$ cat config.mk
export PLATFORM = sky130hd
export DESIGN_NAME = round_key_store
export DESIGN_NICKNAME = d
export VERILOG_FILES = /design/src/common/aes_types_pkg.sv /design/src/key_schedule/round_key_store.sv
export SDC_FILE = /design/constraint.sdc
export NUM_CORES = 1
export LEC_CHECK = 0
export BUFFER_PORTS_ARGS = -buffer_cell sky130_fd_sc_hd__buf_2
export CAP_MARGIN = 20
export CORE_ASPECT_RATIO = 1.5
export CORE_MARGIN = 2
export CORE_UTILIZATION = 45
export CTS_CLUSTER_DIAMETER = 40
export DETAILED_ROUTE_END_ITERATION = 12
export REMOVE_ABC_BUFFERS = 1
export SKIP_CTS_REPAIR_TIMING = 1
export SLEW_MARGIN = 15
export SYNTH_ARGS = -nofsm -noshare
export SYNTH_HDL_FRONTEND = slang
export SYNTH_SLANG_ARGS = --single-unit
$ cat constraint.sdc
create_clock -name clk -period 30.4 [get_ports clk]
set_input_delay 4.56 -clock clk [delete_from_list [all_inputs] [get_ports clk]]
set_output_delay 4.56 -clock clk [all_outputs]
set_load 0.01 [all_outputs]
$ cat src/common/aes_types_pkg.sv
/* Widths, round count and the 128-bit state layout for the AES-128 core.
   Imported by every RTL module that carries a block, a key or a round index. */

`default_nettype none

package aes_types_pkg;

  // ----------------------------------------------------------------------
  // sizes fixed by AES-128
  // ----------------------------------------------------------------------
  localparam int block_width = 128;
  localparam int word_width  = 32;
  localparam int byte_width  = 8;
  localparam int num_bytes   = block_width / byte_width;
  localparam int num_cols    = block_width / word_width;
  localparam int num_rows    = word_width / byte_width;
  localparam int num_rounds  = 10;

  // round number, 0 is the initial key addition
  typedef logic [3:0] round_idx_t;

  // ----------------------------------------------------------------------
  // state word
  // ----------------------------------------------------------------------
  // byte 0 is the most significant byte and bytes fill columns,
  // so column c holds bytes 4c to 4c+3 and column 0 is the top word
  typedef union packed {
    // byte view for SubBytes and ShiftRows
    logic [0:num_bytes-1][byte_width-1:0] bytes;
    // column view for MixColumns and key words
    logic [0:num_cols-1][word_width-1:0]  cols;
  } aes_state_t;

endpackage

`default_nettype wire
$ cat src/key_schedule/round_key_store.sv
/* Register file for the eleven AES-128 round keys. Written by the expander,
   read asynchronously by the round engine through its round index. */

`default_nettype none

module round_key_store
  import aes_types_pkg::*;
(
  input  wire                    clk,
  input  wire                    key_wr_en,
  input  wire round_idx_t        key_wr_idx,
  input  wire  [block_width-1:0] key_wr_data,
  input  wire round_idx_t        rd_idx,
  output logic [block_width-1:0] rd_key
);

  // entry n holds round key n
  logic [block_width-1:0] key_mem [0:num_rounds];

  always_ff @(posedge clk)
  begin
    if (key_wr_en)
    begin
      key_mem[key_wr_idx] <= key_wr_data;
    end
  end

  // combinational read, the engine XORs it in the same cycle
  assign rd_key = key_mem[rd_idx];

  // ----------------------------------------------------------------------
  // index checks on both ports
  // ----------------------------------------------------------------------
  // indices come from the expander and the engine counters
  a_wr_in_range: assert property (@(posedge clk)
    key_wr_en |-> key_wr_idx <= num_rounds)
    else $error("round_key_store: write to entry %0d", key_wr_idx);

  a_rd_in_range: assert property (@(posedge clk)
    not (rd_idx > num_rounds))
    else $error("round_key_store: read of entry %0d", rd_idx);

endmodule

`default_nettype wire

==> run_results.csv, run 1 <==
group,metric,value,unit
run_status,outcome,"completed",
synthesis,synth.distinct_cells,19,
synthesis,synthCells,2893,
synthesis,synth_seq_cells,1408,
synthesis,synth_area_leader_cell,"edfxtp_1",
critical_path,end_kind,"output pin",
synthesis,syn_avg_cell_area,19.0,µm²
power_and_ir_drop,p_sw_share,21.1,%
floorplanning,die_y,432,µm
power_and_ir_drop,clock_power_share,41.4,%
floorplanning,num_io_pins,266,
detailed_routing,dr.pass1.iters,5,
power_and_ir_drop,internal_power,3250,µW
cts,clkTransAtPathRegs,0.06,ns
finish,largestRegisters,"key_mem (1408)",
critical_path,crit_required,25.84,ns
detailed_routing,top_layer,"met5",
synthesis,ys_warn_count,0,
detailed_routing,drtAntennaViolNets,0,
timing,tightest_slew,1.15,ns
cts,cts_made_buffers,140,
timing,max_slew_margin,23.0,%
global_route,grt_usage,20.8,%
power_and_ir_drop,p_switching,871,µW
min_path,min_to,"key_mem[0][90]",
min_path,min_from,"key_wr_data[90]",
power_and_ir_drop,p_leak,0.0207,µW
finish,mostFrequentLayoutCells,"edfxtp_1 (1408), mux2_2 (384), buf_2 (262), mux2i_1 (256), clkbuf_16 (146)",
finish,fin_util,51.7,%
detailed_routing,vias,28000,
timing,fmax,70.9,MHz
timing,fin_crit,14.11,ns
job,max_cap_violations,0,
finish,top_register,"key_mem",
timing,hold_viol,0,
synthesis,synth_area,54900,µm²
detailed_routing,drtIter0Drc,2102,
detailed_routing,met1_length,55800,µm
cts,clockBufferDepth,3,
cts,h-tree-depth,4,
timing,tns,0,ns
detailed_routing,met3RoutedLength,7000,µm
critical_path,arrival,9.55,ns
floorplanning,fp.dieW,289,µm
timing,slew_viol_final,0,
floorplanning,rows,156,
placed_design,portBuffers,265,
detailed_routing,drc,0,
timing,post-route-period-util,46.4,%
critical_path,worstPathMaxFanout,99,
synthesis,seq_area_frac_synth,77.0,%
synthesis,synth.top_cell.area_share,77.0,%
timing,setup_viol,0,
finish,final_common_cell,"edfxtp_1",
global_route,grt_pass1_vias,29000,
global_route,grt_pass1_wl,189000,µm
floorplanning,start_util,45.4,%
finish,nFillCells,9623,
power_and_ir_drop,combPwrFrac,5.6,%
synthesis,synthTopCellsByArea,"edfxtp_1 (77%), mux2_2 (7.9%), mux2i_1 (4.7%)",
cts,cts_num_sinks,1408,
placed_design,dp_hpwl,62900,µm
detailed_routing,wirelength,130000,µm
cts,cts_tree,"yes",
power_and_ir_drop,seqPwrFrac,53.0,%
cts,clockRootBuffer,"clkbuf_16",
min_path,hold_path_depth,1,
power_and_ir_drop,power_density,66.1,nW/µm²
finish,drive_above_1_share,28.0,%
global_route,overflow,0,
timing,rsz0062_at_grt,"no",
finish,largest_reg_flops,1408,
placed_design,gp_routability_congestion,0.734,
critical_path,critPathLaunchType,"input pin",
critical_path,crit_type,"in -> out",
detailed_routing,viasPerCell,5.76,
min_path,hp-class,"in -> reg",
floorplanning,die_area,125000,µm²
global_route,antenna_found_initial,35,
detailed_routing,wl_per_cell,26.8,µm
power_and_ir_drop,vdd_drop_max,41.7,µV
detailed_routing,met2WireLength,63800,µm
floorplanning,coreArea,121000,µm²
global_route,grt_max_degree,147,
finish,layout.nets,3304,
finish,syn_to_final_growth,13.7,%
## layer usage
metal,vias to the layer above,track usage [%]
li1,12400,-
met2,748,34.6
met3,224,3.84
met1,14600,27.8
met4,40,6.77
met5,-,0
## per-stage QoR
step           setup slack, ns  total power, µW  instances  hold slack [ns]  area (µm²)
3_5_place_dp             15.94             2460       4602             4.87       57800
4_1_cts                  15.94             4160       4851             4.04       62400
5_1_grt                  16.02             4250       4857             4.07       62400
3_3_place_gp             16.09             2450       4602             4.85       57800
2_1_floorplan            15.91             2340       2709             4.66       53900
6_report                 16.29             4120       4860             4.10       62400
## cell families (layout without fill, tap and decap cells)
| kind of cell | after synthesis | after routing | share of synthesized area [%] |
|---|---|---|---|
| flops | 1408 | 1408 | 77.0 |
| mux | 640 | 640 | 12.5 |
| compound gates | 512 | 512 | 7.00 |
| buf+inv | 184 | 564 | 1.77 |
| simple gates | 149 | 149 | 1.65 |
| other cells | 0 | 7 | 0 |
## worst max-delay path by stage
stage               cells past startpoint             to     startpoint
global route                           11     rd_key[90]      rd_idx[0]
floorplan                               2  key_mem[0][0]  key_wr_idx[3]
detailed placement                      9     rd_key[90]      rd_idx[0]
CTS                                     9     rd_key[90]      rd_idx[0]
global placement                        9     rd_key[73]      rd_idx[0]
finish                                 11     rd_key[90]      rd_idx[0]
## power groups by stage
stage | Sequential (µW) | Combinational, µW | Clock, µW
floorplan | 2230 | 108 | 0
global placement | 2220 | 228 | 0
detailed placement | 2230 | 233 | 0
CTS | 2180 | 234 | 1740
global route | 2190 | 249 | 1810
finish | 2180 | 230 | 1710
## Yosys cell counts
master	number
a22o_1	128
buf_1	6
buf_2	28
buf_4	44
buf_6	11
clkbuf_1	95
edfxtp_1	1408
mux2_2	384
mux2i_1	256
nand2_1	2
nand2b_1	131
nand3b_1	2
nor2_1	9
nor2b_1	1
nor3_1	3
o211ai_1	128
o22ai_1	128
o31ai_1	128
or3b_2	1
## critical path, cell delays in order
cell and delay, ns:
buf_8 0.59, buf_4 0.82, buf_4 0.65, buf_4 0.56
buf_16 0.33, buf_4 0.57, buf_12 0.32, mux2i_1 0.13
a22o_1 0.23, o31ai_1 0.33, buf_2 0.21
## cell type report
class                           count  area (µm²)  share of cell area (%)
Timing Repair Buffer              315        1850                    2.97
Clock buffer                      171        3750                    6.00
Sequential cell                  1408       42300                    67.7
Tap cell                         1580        1980                    3.17
Antenna cell                        7        17.5                  0.0281
Clock inverter                     78         806                    1.29
Multi-Input combinational cell   1301       11700                    18.8
Note: power is estimated with default switching activity, not from simulation.
==> run 2, diff against run 1 <==
==> constraint.sdc (replaced) <==
create_clock -name clk -period 13.6 [get_ports clk]
set_input_delay 2.04 -clock clk [delete_from_list [all_inputs] [get_ports clk]]
set_output_delay 2.04 -clock clk [all_outputs]
set_load 0.01 [all_outputs]
==> run 2 against run 1 <==
  * Count of clock-buffer cells in the layout down 5
  * Sequential share of layout area up 0.25 points
  * Sequential power up 120%
  * Final area down 0.37%
  * First-iteration DRC count up 3.4%
  * Die area unchanged
  * Clock power up 110%
  * Wire length up 0.30%
  * Sequential cell count unchanged
  * Cell count down 0.16%
  * Power up 120%
  * Critical endpoint is now rd_key[66]
==> run_results.csv, run 2 (same netlist as run 1, synthesis figures left out) <==
group,metric,value,unit
run_status,outcome,"completed",
critical_path,crit_path_frequent_cell,"buf_4",
placed_design,gp_routability_congestion,0.721,
critical_path,critPathLaunchType,"input pin",
timing,setup_viol,0,
min_path,hp-class,"in -> reg",
detailed_routing,dr.pass1.iters,5,
cts,cts_num_sinks,1408,
detailed_routing,drtIter0Drc,2173,
floorplanning,die_area,125000,µm²
timing,hold_viol,0,
power_and_ir_drop,clock_power_share,40.2,%
finish,mostFrequentLayoutCells,"edfxtp_1 (1408), mux2_2 (384), buf_2 (262), mux2i_1 (256), clkbuf_16 (143)",
job,max_cap_violations,0,
floorplanning,num_io_pins,266,
floorplanning,fp.dieW,289,µm
timing,fin_hold_ws,1.59,ns
power_and_ir_drop,vdd_drop_max,125,µV
timing,tns,0,ns
critical_path,max_stage_delay,0.88,ns
floorplanning,rows,156,
placed_design,portBuffers,265,
cts,cts_made_buffers,139,
cts,clockBufferDepth,3,
timing,fmax,133,MHz
power_and_ir_drop,p_sw_share,21.3,%
timing,post-route-period-util,55.2,%
critical_path,end_kind,"output pin",
cts,h-tree-depth,4,
finish,final_common_cell,"edfxtp_1",
finish,syn_to_final_growth,13.3,%
power_and_ir_drop,power_density,145,nW/µm²
timing,fin_crit,7.51,ns
global_route,grt_usage,21.0,%
critical_path,crit_required,11.56,ns
critical_path,path_delay_family,"buffers and inverters",
cts,cts_tree,"yes",
detailed_routing,wirelength,130000,µm
finish,top_register,"key_mem",
global_route,grt_pass1_wl,190000,µm
detailed_routing,drtAntennaViolNets,0,
timing,tightest_slew,1.13,ns
timing,setup_slack,6.09,ns
power_and_ir_drop,p_switching,1920,µW
critical_path,cp_cell_sequence,"buf_8 -> buf_4 -> buf_4 -> mux2_2 -> o22ai_1 -> o31ai_1 -> buf_2",
critical_path,worstPathMaxFanout,97,
finish,layout.nets,3305,
placed_design,dp_hpwl,64300,µm
timing,slew_viol_final,0,
power_and_ir_drop,p_leak,0.0206,µW
global_route,antenna_found_initial,42,
finish,largestRegisters,"key_mem (1408)",
power_and_ir_drop,internal_power,7110,µW
detailed_routing,viasPerCell,5.77,
cts,clockRootBuffer,"clkbuf_16",
critical_path,path_buf_inv,4,
cts,clkTransAtPathRegs,0.06,ns
detailed_routing,drc,0,
finish,drive_above_1_share,27.9,%
global_route,overflow,0,
placed_design,preCtsSetupSlack,5.98,ns
timing,rsz0062_at_grt,"no",
detailed_routing,vias,28000,
power_and_ir_drop,combPwrFrac,5.7,%
floorplanning,coreArea,121000,µm²
critical_path,crit_type,"in -> out",
finish,fin_util,51.5,%
power_and_ir_drop,seqPwrFrac,54.0,%
finish,largest_reg_flops,1408,
timing,max_slew_margin,24.5,%
global_route,grt_pass1_vias,29300,
global_route,grt_max_degree,135,
critical_path,arrival,5.47,ns
detailed_routing,wl_per_cell,26.9,µm
floorplanning,start_util,45.4,%
critical_path,cp_slowest_cell,"buf_4",
floorplanning,die_y,432,µm
[run 2: power groups by stage]
stage	clock network, µW	logic [µW]	registers, µW
after floorplan	0	241	4980
after global placement	0	509	4970
after detailed placement	0	522	4980
after CTS	3710	523	4880
after global routing	3870	559	4890
final	3640	517	4880
[run 2: area by class of cell]
| cell class | instances | area [µm²] |
|---|---|---|
| timing repair buffer | 317 | 1890 |
| fill | 9601 | 58600 |
| sequential | 1408 | 42300 |
| antenna | 11 | 27.5 |
| clock inverter | 69 | 602 |
| multi-input combinational | 1301 | 11700 |
| clock buffer | 166 | 3660 |
| tap | 1580 | 1980 |
[run 2: stage by stage]
stage	power (µW)	area, µm²	cells
final	9040	62200	4852
after global routing	9320	62200	4847
after CTS	9120	62100	4838
after detailed placement	5500	57800	4603
after global placement	5480	57800	4603
after floorplan	5220	53900	2709
[run 2: final timing paths]
check / start / endpoint / depth (start not counted) / slack [ns]
worst min-delay path: key_wr_data[89] / key_mem[6][89] / 1 / 1.59
worst max-delay path: rd_idx[0] / rd_key[66] / 7 / 6.09
[run 2: metal layers]
layer / vias up / part of all wire [%] / global-route usage, %
met5: - / 0.20 / 0
met4: 44 / 2.4 / 6.57
met3: 230 / 6.1 / 4.55
met2: 747 / 50 / 35.0
met1: 14600 / 41 / 27.3
li1: 12300 / - / -
