--- config.mk ---
export PLATFORM = sky130hd
export DESIGN_NAME = key_expander
export DESIGN_NICKNAME = d
export VERILOG_FILES = /design/src/common/aes_types_pkg.sv /design/src/common/aes_func_pkg.sv /design/src/key_schedule/key_expander.sv
export SDC_FILE = /design/constraint.sdc
export NUM_CORES = 1
export LEC_CHECK = 0
export ABC_AREA = 1
export BUFFER_PORTS_ARGS = -buffer_cell sky130_fd_sc_hd__buf_2
export CAP_MARGIN = 25
export CELL_PAD_IN_SITES_DETAIL_PLACEMENT = 1
export CELL_PAD_IN_SITES_GLOBAL_PLACEMENT = 2
export CORE_ASPECT_RATIO = 1.75
export CORE_UTILIZATION = 28
export DETAILED_ROUTE_END_ITERATION = 10
export PLACE_DENSITY_LB_ADDON = 0.2
export REMOVE_ABC_BUFFERS = 1
export SKIP_LAST_GASP = 1
export SLEW_MARGIN = 20
export SYNTH_ARGS = -nofsm -noshare
export SYNTH_HDL_FRONTEND = slang
export SYNTH_SLANG_ARGS = --single-unit
--- constraint.sdc ---
create_clock -name clk -period 4.8 [get_ports clk]
set_clock_uncertainty 0.15 [all_clocks]
set_input_delay 0.72 -clock clk [delete_from_list [all_inputs] [get_ports clk]]
set_output_delay 0.72 -clock clk [all_outputs]
set_load 0.02 [all_outputs]
--- src/common/aes_types_pkg.sv ---
/* Widths, round count and the 128-bit state layout for the AES-128 core.
   Imported by every RTL module that carries a block, a key or a round index. */

`default_nettype none

package aes_types_pkg;

  // ----------------------------------------------------------------------
  // sizes fixed by AES-128
  // ----------------------------------------------------------------------
  localparam int block_width = 128;
  localparam int word_width  = 32;
  localparam int byte_width  = 8;
  localparam int num_bytes   = block_width / byte_width;
  localparam int num_cols    = block_width / word_width;
  localparam int num_rows    = word_width / byte_width;
  localparam int num_rounds  = 10;

  // round number, 0 is the initial key addition
  typedef logic [3:0] round_idx_t;

  // ----------------------------------------------------------------------
  // state word
  // ----------------------------------------------------------------------
  // byte 0 is the most significant byte and bytes fill columns,
  // so column c holds bytes 4c to 4c+3 and column 0 is the top word
  typedef union packed {
    // byte view for SubBytes and ShiftRows
    logic [0:num_bytes-1][byte_width-1:0] bytes;
    // column view for MixColumns and key words
    logic [0:num_cols-1][word_width-1:0]  cols;
  } aes_state_t;

endpackage

`default_nettype wire
--- src/common/aes_func_pkg.sv ---
/* GF(2^8) arithmetic for AES: S-box lookup, byte doubling, column mixing
   and the key schedule round constants. Called from the expander and the engine. */

`default_nettype none

package aes_func_pkg;

  import aes_types_pkg::*;

  // ----------------------------------------------------------------------
  // forward S-box, row picked by the high nibble, entry by the low nibble
  // ----------------------------------------------------------------------
  localparam logic [0:15][0:15][byte_width-1:0] sbox_table = {
    128'h637c777bf26b6fc53001672bfed7ab76,
    128'hca82c97dfa5947f0add4a2af9ca472c0,
    128'hb7fd9326363ff7cc34a5e5f171d83115,
    128'h04c723c31896059a071280e2eb27b275,
    128'h09832c1a1b6e5aa0523bd6b329e32f84,
    128'h53d100ed20fcb15b6acbbe394a4c58cf,
    128'hd0efaafb434d338545f9027f503c9fa8,
    128'h51a3408f929d38f5bcb6da2110fff3d2,
    128'hcd0c13ec5f974417c4a77e3d645d1973,
    128'h60814fdc222a908846eeb814de5e0bdb,
    128'he0323a0a4906245cc2d3ac629195e479,
    128'he7c8376d8dd54ea96c56f4ea657aae08,
    128'hba78252e1ca6b4c6e8dd741f4bbd8b8a,
    128'h703eb5664803f60e613557b986c11d9e,
    128'he1f8981169d98e949b1e87e9ce5528df,
    128'h8ca1890dbfe6426841992d0fb054bb16
  };

  function automatic logic [byte_width-1:0] sbox(input logic [byte_width-1:0] b);
    return sbox_table[b[7:4]][b[3:0]];
  endfunction

  // ----------------------------------------------------------------------
  // field arithmetic
  // ----------------------------------------------------------------------
  // multiply by 2, reduce by the AES polynomial when the top bit falls out
  function automatic logic [byte_width-1:0] xtime(input logic [byte_width-1:0] b);
    return {b[6:0], 1'b0} ^ (b[7] ? 8'h1b : 8'h00);
  endfunction

  // one column times the fixed matrix [2 3 1 1] rotated down each row
  function automatic logic [word_width-1:0] mix_column(input logic [word_width-1:0] col);
    logic [byte_width-1:0] b0;
    logic [byte_width-1:0] b1;
    logic [byte_width-1:0] b2;
    logic [byte_width-1:0] b3;
    logic [byte_width-1:0] r0;
    logic [byte_width-1:0] r1;
    logic [byte_width-1:0] r2;
    logic [byte_width-1:0] r3;
    b0 = col[31:24];
    b1 = col[23:16];
    b2 = col[15:8];
    b3 = col[7:0];
    // 3x is 2x ^ x
    r0 = xtime(b0) ^ xtime(b1) ^ b1 ^ b2 ^ b3;
    r1 = b0 ^ xtime(b1) ^ xtime(b2) ^ b2 ^ b3;
    r2 = b0 ^ b1 ^ xtime(b2) ^ xtime(b3) ^ b3;
    r3 = xtime(b0) ^ b0 ^ b1 ^ b2 ^ xtime(b3);
    return {r0, r1, r2, r3};
  endfunction

  // ----------------------------------------------------------------------
  // key schedule constants
  // ----------------------------------------------------------------------
  // round 0 has no constant, so it and anything past 10 give zero
  function automatic logic [byte_width-1:0] rcon(input round_idx_t rnd);
    logic [byte_width-1:0] rc;
    case (rnd)
      4'd1:    rc = 8'h01;
      4'd2:    rc = 8'h02;
      4'd3:    rc = 8'h04;
      4'd4:    rc = 8'h08;
      4'd5:    rc = 8'h10;
      4'd6:    rc = 8'h20;
      4'd7:    rc = 8'h40;
      4'd8:    rc = 8'h80;
      4'd9:    rc = 8'h1b;
      4'd10:   rc = 8'h36;
      default: rc = 8'h00;
    endcase
    return rc;
  endfunction

endpackage

`default_nettype wire

--- src/key_schedule/key_expander.sv ---
/* Expands a loaded AES-128 key into round keys 0 to 10, one write per cycle,
   and raises key_ready once the whole schedule sits in the store. */

`default_nettype none

module key_expander
  import aes_types_pkg::*;
  import aes_func_pkg::*;
(
  input  wire                    clk,
  input  wire                    rst_n,
  input  wire                    key_valid,
  input  wire  [block_width-1:0] key,
  input  wire                    busy,
  output logic                   key_wr_en,
  output round_idx_t             key_wr_idx,
  output logic [block_width-1:0] key_wr_data,
  output logic                   key_ready
);

  aes_state_t            prev_q;
  aes_state_t            next_key;
  round_idx_t            cnt_q;
  logic                  active_q;
  logic                  settle_q;
  logic                  accept;
  logic [word_width-1:0] rot_word;
  logic [word_width-1:0] sub_word;
  logic [word_width-1:0] temp_word;

  // a new key is taken only while no block is being encrypted
  assign accept = key_valid && !busy;

  // ----------------------------------------------------------------------
  // next round key from the previous one
  // ----------------------------------------------------------------------
  always_comb
  begin
    // RotWord on the last word, bytes 12 to 15
    rot_word = {prev_q.bytes[13], prev_q.bytes[14], prev_q.bytes[15], prev_q.bytes[12]};
    for (int i = 0; i < num_rows; i++)
    begin
      sub_word[byte_width*i +: byte_width] = sbox(rot_word[byte_width*i +: byte_width]);
    end
    temp_word = sub_word ^ {rcon(cnt_q), 24'h000000};
    // chained XOR across the four words
    next_key.cols[0] = prev_q.cols[0] ^ temp_word;
    for (int c = 1; c < num_cols; c++)
    begin
      next_key.cols[c] = prev_q.cols[c] ^ next_key.cols[c-1];
    end
  end

  // key 0 goes straight from the port on the accepting edge
  assign key_wr_en   = accept || active_q;
  assign key_wr_idx  = accept ? round_idx_t'(0) : cnt_q;
  assign key_wr_data = accept ? key : next_key;

  // ----------------------------------------------------------------------
  // sequencing
  // ----------------------------------------------------------------------
  always_ff @(posedge clk)
  begin
    if (!rst_n)
    begin
      active_q  <= 1'b0;
      settle_q  <= 1'b0;
      key_ready <= 1'b0;
      cnt_q     <= '0;
    end
    else if (accept)
    begin
      active_q  <= 1'b1;
      settle_q  <= 1'b0;
      key_ready <= 1'b0;
      cnt_q     <= round_idx_t'(1);
    end
    else
    begin
      if (active_q)
      begin
        if (cnt_q == num_rounds)
        begin
          active_q <= 1'b0;
          settle_q <= 1'b1;
        end
        else
        begin
          cnt_q <= cnt_q + 1'b1;
        end
      end
      // one spare cycle after key 10 before blocks are let in
      if (settle_q)
      begin
        settle_q  <= 1'b0;
        key_ready <= 1'b1;
      end
    end
  end

  always_ff @(posedge clk)
  begin
    if (accept)
    begin
      prev_q <= key;
    end
    else if (active_q)
    begin
      prev_q <= next_key;
    end
  end

  a_wr_idx_range: assert property (@(posedge clk) disable iff (!rst_n)
    key_wr_en |-> key_wr_idx <= num_rounds)
    else $error("key_expander: write index %0d past last round", key_wr_idx);

endmodule

`default_nettype wire

==> results of run 1 <==
==> worst max-delay path: stages (launching register included) <==
cell and delay [ps]:
edfxtp_1 420, inv_4 120, ha_2 470, inv_1 100
nand2_2 260, nand3_1 200, nand2_1 100, nand2_1 50
nand3_1 190, nand3_1 120, nand2_1 70, nand2_1 60
nand3_1 140, nand3_1 310, nand2_1 200, nand2_1 90
nand3_1 80, nand3_1 70, nand2_1 80, buf_2 190
==> what timing repair did <==
action	CTS	global route
endpoints found under the setup margin	9	54
gates resized for setup	4	95
setup buffers	0	13
pin swaps	0	4
==> routing by layer <==
layer,wire length [um],share of wire (%),track usage [%],vias up
li1,-,-,-,12490
met1,45730,35,36.34,13130
met4,12940,9.9,31.70,2
met2,65580,50,62.45,1145
met3,6577,5.0,5.407,501
met5,12,0.0092,0,-
==> state kept, by name (all words and copies together) (netlist names) <==
signal and flops:
cnt_q 4, settle_q 1, active_q 1, prev_q 128
key_ready 1
==> how the worst max path moves through the flow <==
stage,startpoint,cells past startpoint,slack [ps],to
after floorplan,key_valid,4,-3220,key_wr_en
after detailed placement,prev_q[5]$_DFFE_PP_,19,520,key_wr_data[8]
after global placement,prev_q[4]$_DFFE_PP_,21,480,key_wr_data[12]
after CTS,prev_q[29]$_DFFE_PP_,18,-30,key_wr_data[39]
after global routing,prev_q[4]$_DFFE_PP_,18,-60,key_wr_data[8]
final,prev_q[21]$_DFFE_PP_,19,90,key_wr_data[30]
==> layout make-up <==
cell class / instances / area share, %
timing repair buffer: 399 / 10.55
clock buffer: 18 / 1.831
multi-input combinational: 2974 / 60.90
tap: 917 / 4.894
sequential: 135 / 16.99
clock inverter: 14 / 0.5497
antenna: 5 / 0.05337
inverter: 250 / 4.232
==> kinds of logic (layout without fill, tap and decap cells) <==
family | count (synthesis) | count (layout) | synth area share, %
compound gates | 349 | 349 | 9.909
simple gates | 2558 | 2558 | 55.65
buf+inv | 462 | 681 | 10.63
xor+xnor | 9 | 9 | 0.3919
fa+ha+maj | 58 | 58 | 3.608
flops | 135 | 135 | 19.81
other cells | 0 | 5 | 0
==> power by group through the flow <==
stage / sequential (mW) / combinational [mW] / clock [mW]
after floorplan: 2.28 / 6.45 / 0
after global placement: 1.97 / 11.5 / 0
after detailed placement: 1.97 / 11.4 / 0
after CTS: 1.95 / 11.5 / 1.42
after global routing: 2.00 / 12.8 / 1.44
final: 1.96 / 11.9 / 1.39
==> stage by stage <==
step	setup WS, ps	setup TNS, ps
final	88.14	0
after global routing	-61.73	-202.4
after CTS	-30.23	-66.85
after detailed placement	515.9	0
after global placement	484.6	0
after floorplan	-3224	-493460
==> synth_stat cells (7+ instances only) <==
| cell | n | area share [%] |
|---|---|---|
| a21oi_1 | 124 | 3.1 |
| a21oi_2 | 7 | 0.30 |
| a31oi_1 | 97 | 3.0 |
| buf_1 | 20 | 0.37 |
| buf_2 | 85 | 2.1 |
| buf_4 | 34 | 1.3 |
| buf_6 | 18 | 1.0 |
| clkbuf_1 | 53 | 0.99 |
| dfxtp_1 | 7 | 0.70 |
| edfxtp_1 | 128 | 19 |
| ha_1 | 58 | 3.6 |
| inv_1 | 224 | 4.2 |
| inv_2 | 20 | 0.37 |
| nand2_1 | 1208 | 23 |
| nand2_2 | 29 | 0.90 |
| nand3_1 | 995 | 25 |
| nand3_2 | 17 | 0.85 |
| nand3b_1 | 13 | 0.49 |
| nand4_1 | 23 | 0.72 |
| nor2_1 | 255 | 4.8 |
| nor2_2 | 8 | 0.25 |
| o211ai_1 | 22 | 0.82 |
| o21ai_0 | 66 | 1.6 |
| o21ai_1 | 25 | 0.62 |
| xor2_1 | 8 | 0.35 |
==> results by group, run 1 <==
Power
  – Share of power burned in registers: 12.8%
  – Lkg Pwr: 11.77 nW
  – NetSw: between 9 and 10 mW
  – Max VDD drop: 0.4193 mV
  – Logic pwr share: around four fifths
  – Internal power: roughly 5.7 mW
  – Power Density: 651.1 nW/um2
  – Clk pwr share: 9.1%
  – Net Sw Frac: between 60% and 70%
  – Design Power: 15.26 mW

Worst setup path
  – Worst Path Arrival: 3840 ps
  – Crit Reg-Reg Startpoint: prev_q[13]$_DFFE_PP_
  – Critical R2R Capture: prev_q[19]$_DFFE_PP_
  – Kind of critical path: flip-flop to output pin
  – Endpoint type of the worst setup path: output pin
  – CP Launch Type: flip-flop
  – Reg2Reg Depth: 18
  – CP max FO: 9
  – Worst Path Required: 3930 ps
  – Flop2flop setup slack: 1320 ps

Layout
  – Filler Cell Count: 9648
  – Synth-to-layout area growth: 16.56%
  – Share of layout cells above drive strength 1: between 10% and 20%
  – Cell area after layout: 23450 um2
  – Final core occ: 33.09%
  – Nets: 3967
  – Multi-input logic area: approximately 14000 um2
  – Final non-filler cell total: approximately 4700
  – Sequential Area: 3984 um2
  – Most frequent cells in the layout: nand2_1 (1177), nand3_1 (978), buf_2 (264)
  – Commonest non-fill, non-tap cell in the layout: nand2_1

Hold path
  – Worst hold-check path type: flip-flop to flip-flop
  – Hold path endpoint: settle_q$_SDFF_PP0_
  – Hold Crit Start: settle_q$_SDFF_PP0_
  – WHS Path Cells: 1

Floorplan
  – Io pins: 266
  – DIE WIDTH: 204.6 um
  – Initial Utilization: 28.39%
  – Cell row count: approximately 130
  – Die Ht: 356.6 um
  – Core region area: ~70000 um2
  – Die area: 72950 um2

Placement
  – Post-DP HPWL: 101200 um
  – RePlAce Congestion: 1.040
  – Dpl cells: 4662
  – I/O Buffers: 265
  – Dpl cell area: ~22000 um2

Routing
  – Vias per Instance: 5.787
  – Routed len/inst: 27.77 um
  – Initial drt markers: 2423
  – DRT Wirelength: 130800 um
  – Remaining DRCs: 0
  – Antenna viol nets, final: 0
  – Vias: around 27000
  – TritonRoute pass-1 iters: 5

Global routing
  – Tot GR Track Use: 35.60%
  – Initial antenna violation count: 8
  – First-pass GRT wire length: ~190000 um
  – Largest net degree at the start of global routing: 134
  – Vias in the first global route: 27610
  – Grt total ovfl: 0

Timing
  – Peak Freq: approximately 210 MHz
  – Least-Margin Pin Slew: 971.9 ps
  – Tcrit/Tclk final: 98.16%
  – Setup repair after global routing missed its margin: true
  – Hold_ws: about 280 ps
  – Post-layout minimum cycle time: roughly 4700 ps
  – Slew Limit Fails: 0
  – Final Hold Viols: 0
  – Slew HR: 35.21%
  – Final setup violation count: 0

Synth
  – Syn avg cell area: 5.633 um2
  – Synth Flop Type: edfxtp_1
  – Ys async rst share: 0%
  – Cell variety after synth: 42
  – Synthesized flop and latch total: 135
  – Number of flops mapped to enable cells by yosys: 128
  – Seq/Total Area, Yosys: 19.81%
  – Synth Instances: 3571
  – Synth Warn #: 0
  – Post-Syn Area: 20110 um2

CTS
  – Total CTS buffers: 17
  – Worst-path clk slew: about 60 ps
  – Longest Clk Path Bufs: 2
  – CTS Sinks: approximately 140
  – Root buffer cell: clkbuf_16
  – H-tree depth: 4
  – CTS tree: done
  – Worst-skew pair later-pin latency: 530 ps
  – Post-CTS Hold Fix Bufs: 0

Flow run
  – Number of max-cap violations: 0

Run status
  – Status: completed
No activity file was read; power rests on OpenSTA's default activity.
==> inputs of run 2 (changes only) <==
MAX_ROUTING_LAYER = met4   (was not set)
==> run 2 against run 1 <==
Compared with the run above:
- first-iteration DRC count is 6.0% lower
- sequential cell count stayed put
- core utilization is 0.18 points lower
- critical path type unchanged
- largest cell class unchanged
- largest power group unchanged
- highest routed layer is now met4
==> results by group, run 2 (synthesized netlist as in run 1, its figures left out) <==
Run status
  – Status: completed

Layout
  – Cell area after layout: 23310 um2 (-0.55%)
  – Share of layout cells above drive strength 1: 15.24% (-0.69 points)
  – Largest Register: prev_q
  – Top flop regs: prev_q (128), cnt_q (4)
  – Nets: 3962 (-0.13%)
  – Most frequent cells in the layout: nand2_1 (1183), nand3_1 (988), buf_2 (265)
  – Commonest non-fill, non-tap cell in the layout: nand2_1
  – Filler Cell Count: 9617 (-0.32%)
  – Max FFs per register: 128 (unchanged)
  – Synth-to-layout area growth: 15.91%
  – Final core occ: 32.90% (-0.18 points)

CTS
  – Worst-skew pair later-pin latency: 540 ps (about the same)
  – Root buffer cell: clkbuf_16
  – Longest Clk Path Bufs: 2 (unchanged)
  – Total CTS buffers: 17 (unchanged)
  – CTS Sinks: 135 (unchanged)
  – Worst-path clk slew: 70 ps (about the same)
  – H-tree depth: 4 (unchanged)
  – CTS tree: done

Global routing
  – Tot GR Track Use: 36.03% (+0.43 points)
  – Initial antenna violation count: 9 (+1)
  – Largest net degree at the start of global routing: 138 (+3.0%)
  – Vias in the first global route: 27530 (-0.29%)
  – Grt total ovfl: 0 (unchanged)
  – First-pass GRT wire length: 185700 um (-1.3%)

Timing
  – Peak Freq: 215.1 MHz (+1.3%)
  – Tcrit/Tclk final: 96.87% (-1.3 points)
  – Final Hold Viols: 0 (unchanged)
  – Setup TNS Final: 0 ps (unchanged)
  – Slew HR: 36.11% (+0.91 points)
  – Setup repair after global routing missed its margin: true
  – Final setup violation count: 0 (unchanged)
  – Post-layout minimum cycle time: 4650 ps (-61.87 ps)
  – Slew Limit Fails: 0 (unchanged)
  – Least-Margin Pin Slew: 958.3 ps (-13.64 ps)

Routing
  – Antenna viol nets, final: 0 (unchanged)
  – Vias: 27090 (-0.67%)
  – WL met2: 64860 um (-1.1%)
  – DRT Wirelength: 128600 um (-1.7%)
  – DR top layer: met4
  – Total length of routed met3 wires: 6543 um (-0.52%)
  – TritonRoute pass-1 iters: 6 (+1)
  – Met1 wire length: 45020 um (-1.5%)
  – Remaining DRCs: 0 (unchanged)
  – Initial drt markers: 2278 (-6.0%)
  – Vias per Instance: 5.752 (-0.61%)
  – Routed len/inst: 27.30 um (-1.7%)

Hold path
  – Worst hold-check path type: flip-flop to flip-flop
  – Hold Crit Start: settle_q$_SDFF_PP0_

Floorplan
  – Cell row count: 129 (unchanged)
  – Die area: 72950 um2 (unchanged)
  – Io pins: 266 (unchanged)
  – Core region area: 70860 um2 (unchanged)
  – Initial Utilization: 28.39% (unchanged)
  – Die Ht: 356.6 um (unchanged)
  – DIE WIDTH: 204.6 um (unchanged)

Placement
  – I/O Buffers: 265 (unchanged)
  – Post-DP HPWL: 100100 um (-1.1%)
  – Dpl cell area: 22450 um2 (about the same)
  – RePlAce Congestion: 1.048 (+0.78%)

Power
  – Design Power: 15.15 mW (-0.76%)
  – Max VDD drop: 0.3780 mV (-9.8%)
  – Lkg Pwr: 11.73 nW (-0.37%)
  – Power Density: 649.7 nW/um2 (-0.21%)

Worst setup path
  – Kind of critical path: flip-flop to output pin
  – Endpoint type of the worst setup path: output pin
  – Worst Path Arrival: 3780 ps (-60 ps)
  – CP Launch Type: flip-flop
  – Crit. Startpoint: prev_q[4]$_DFFE_PP_
  – Crit Reg-Reg Startpoint: prev_q[13]$_DFFE_PP_
  – CP max FO: 8 (-1)
  – Worst Path Required: 3930 ps (about the same)

Flow run
  – Number of max-cap violations: 0 (unchanged)
==> run 2: routing by layer <==
metal	track usage [%]	vias up
met3	5.161	447
li1	-	12470
met5	-	-
met2	61.67	1128
met1	35.47	13050
met4	31.31	0
==> run 2: final timing paths <==
check | to | slack [ps] | depth (start not counted)
max | key_wr_data[14] | 150 | 20
min | settle_q$_SDFF_PP0_ | 310 | 1
max reg2reg | prev_q[21]$_DFFE_PP_ | 1330 | 20
min reg2reg | settle_q$_SDFF_PP0_ | 310 | 1
==> run 2: power breakdown <==
part           total [mW]  internal (mW)  switching (mW)
clock                1.44          0.765           0.673
sequential           1.94           1.75           0.189
combinational        11.8           3.19            8.58
==> run 2: final cells by class <==
class	count	area [um2]	area share (%)
clock inverter	14	152.6	0.6547
inverter	250	969.7	4.159
antenna	7	17.52	0.07513
timing repair buffer	394	2419	10.37
multi-input combinational	2974	14200	60.89
sequential	135	3984	17.09
clock buffer	18	429.2	1.841
tap	917	1147	4.921
==> run 2: timing repair <==
item                                    4_1_cts  5_1_grt
setup buffers                                 0        7
endpoints found under the setup margin        3       52
pin swaps                                     0        2
resized for setup                             2       69
hold buffers                                  0        0
==> run 2: worst max-delay path, cell delays in order (launching register included) <==
cell and delay (ps):
edfxtp_1 430, buf_4 200, ha_1 260, inv_1 90
nand2_1 210, nand2_1 180, nand2_1 210, nand3_1 130
nand3_1 110, nand3_1 120, nand3_2 120, nand2_1 100
nand2_1 70, nand3_1 110, nand2_1 70, nand2_1 100
nand2_1 60, nand2_1 60, nand3_1 230, nand2_1 190
buf_2 180
==> run 2: metrics by stage <==
stage                     hold slack [ps]  worst slack, ps  instances
after floorplan                     250.3            -3224       3359
after detailed placement            270.4            509.3       4663
after global routing                328.3           -103.8       4708
after global placement              276.0            533.9       4663
final                               308.0            150.0       4709
after CTS                           285.4           -13.79       4695
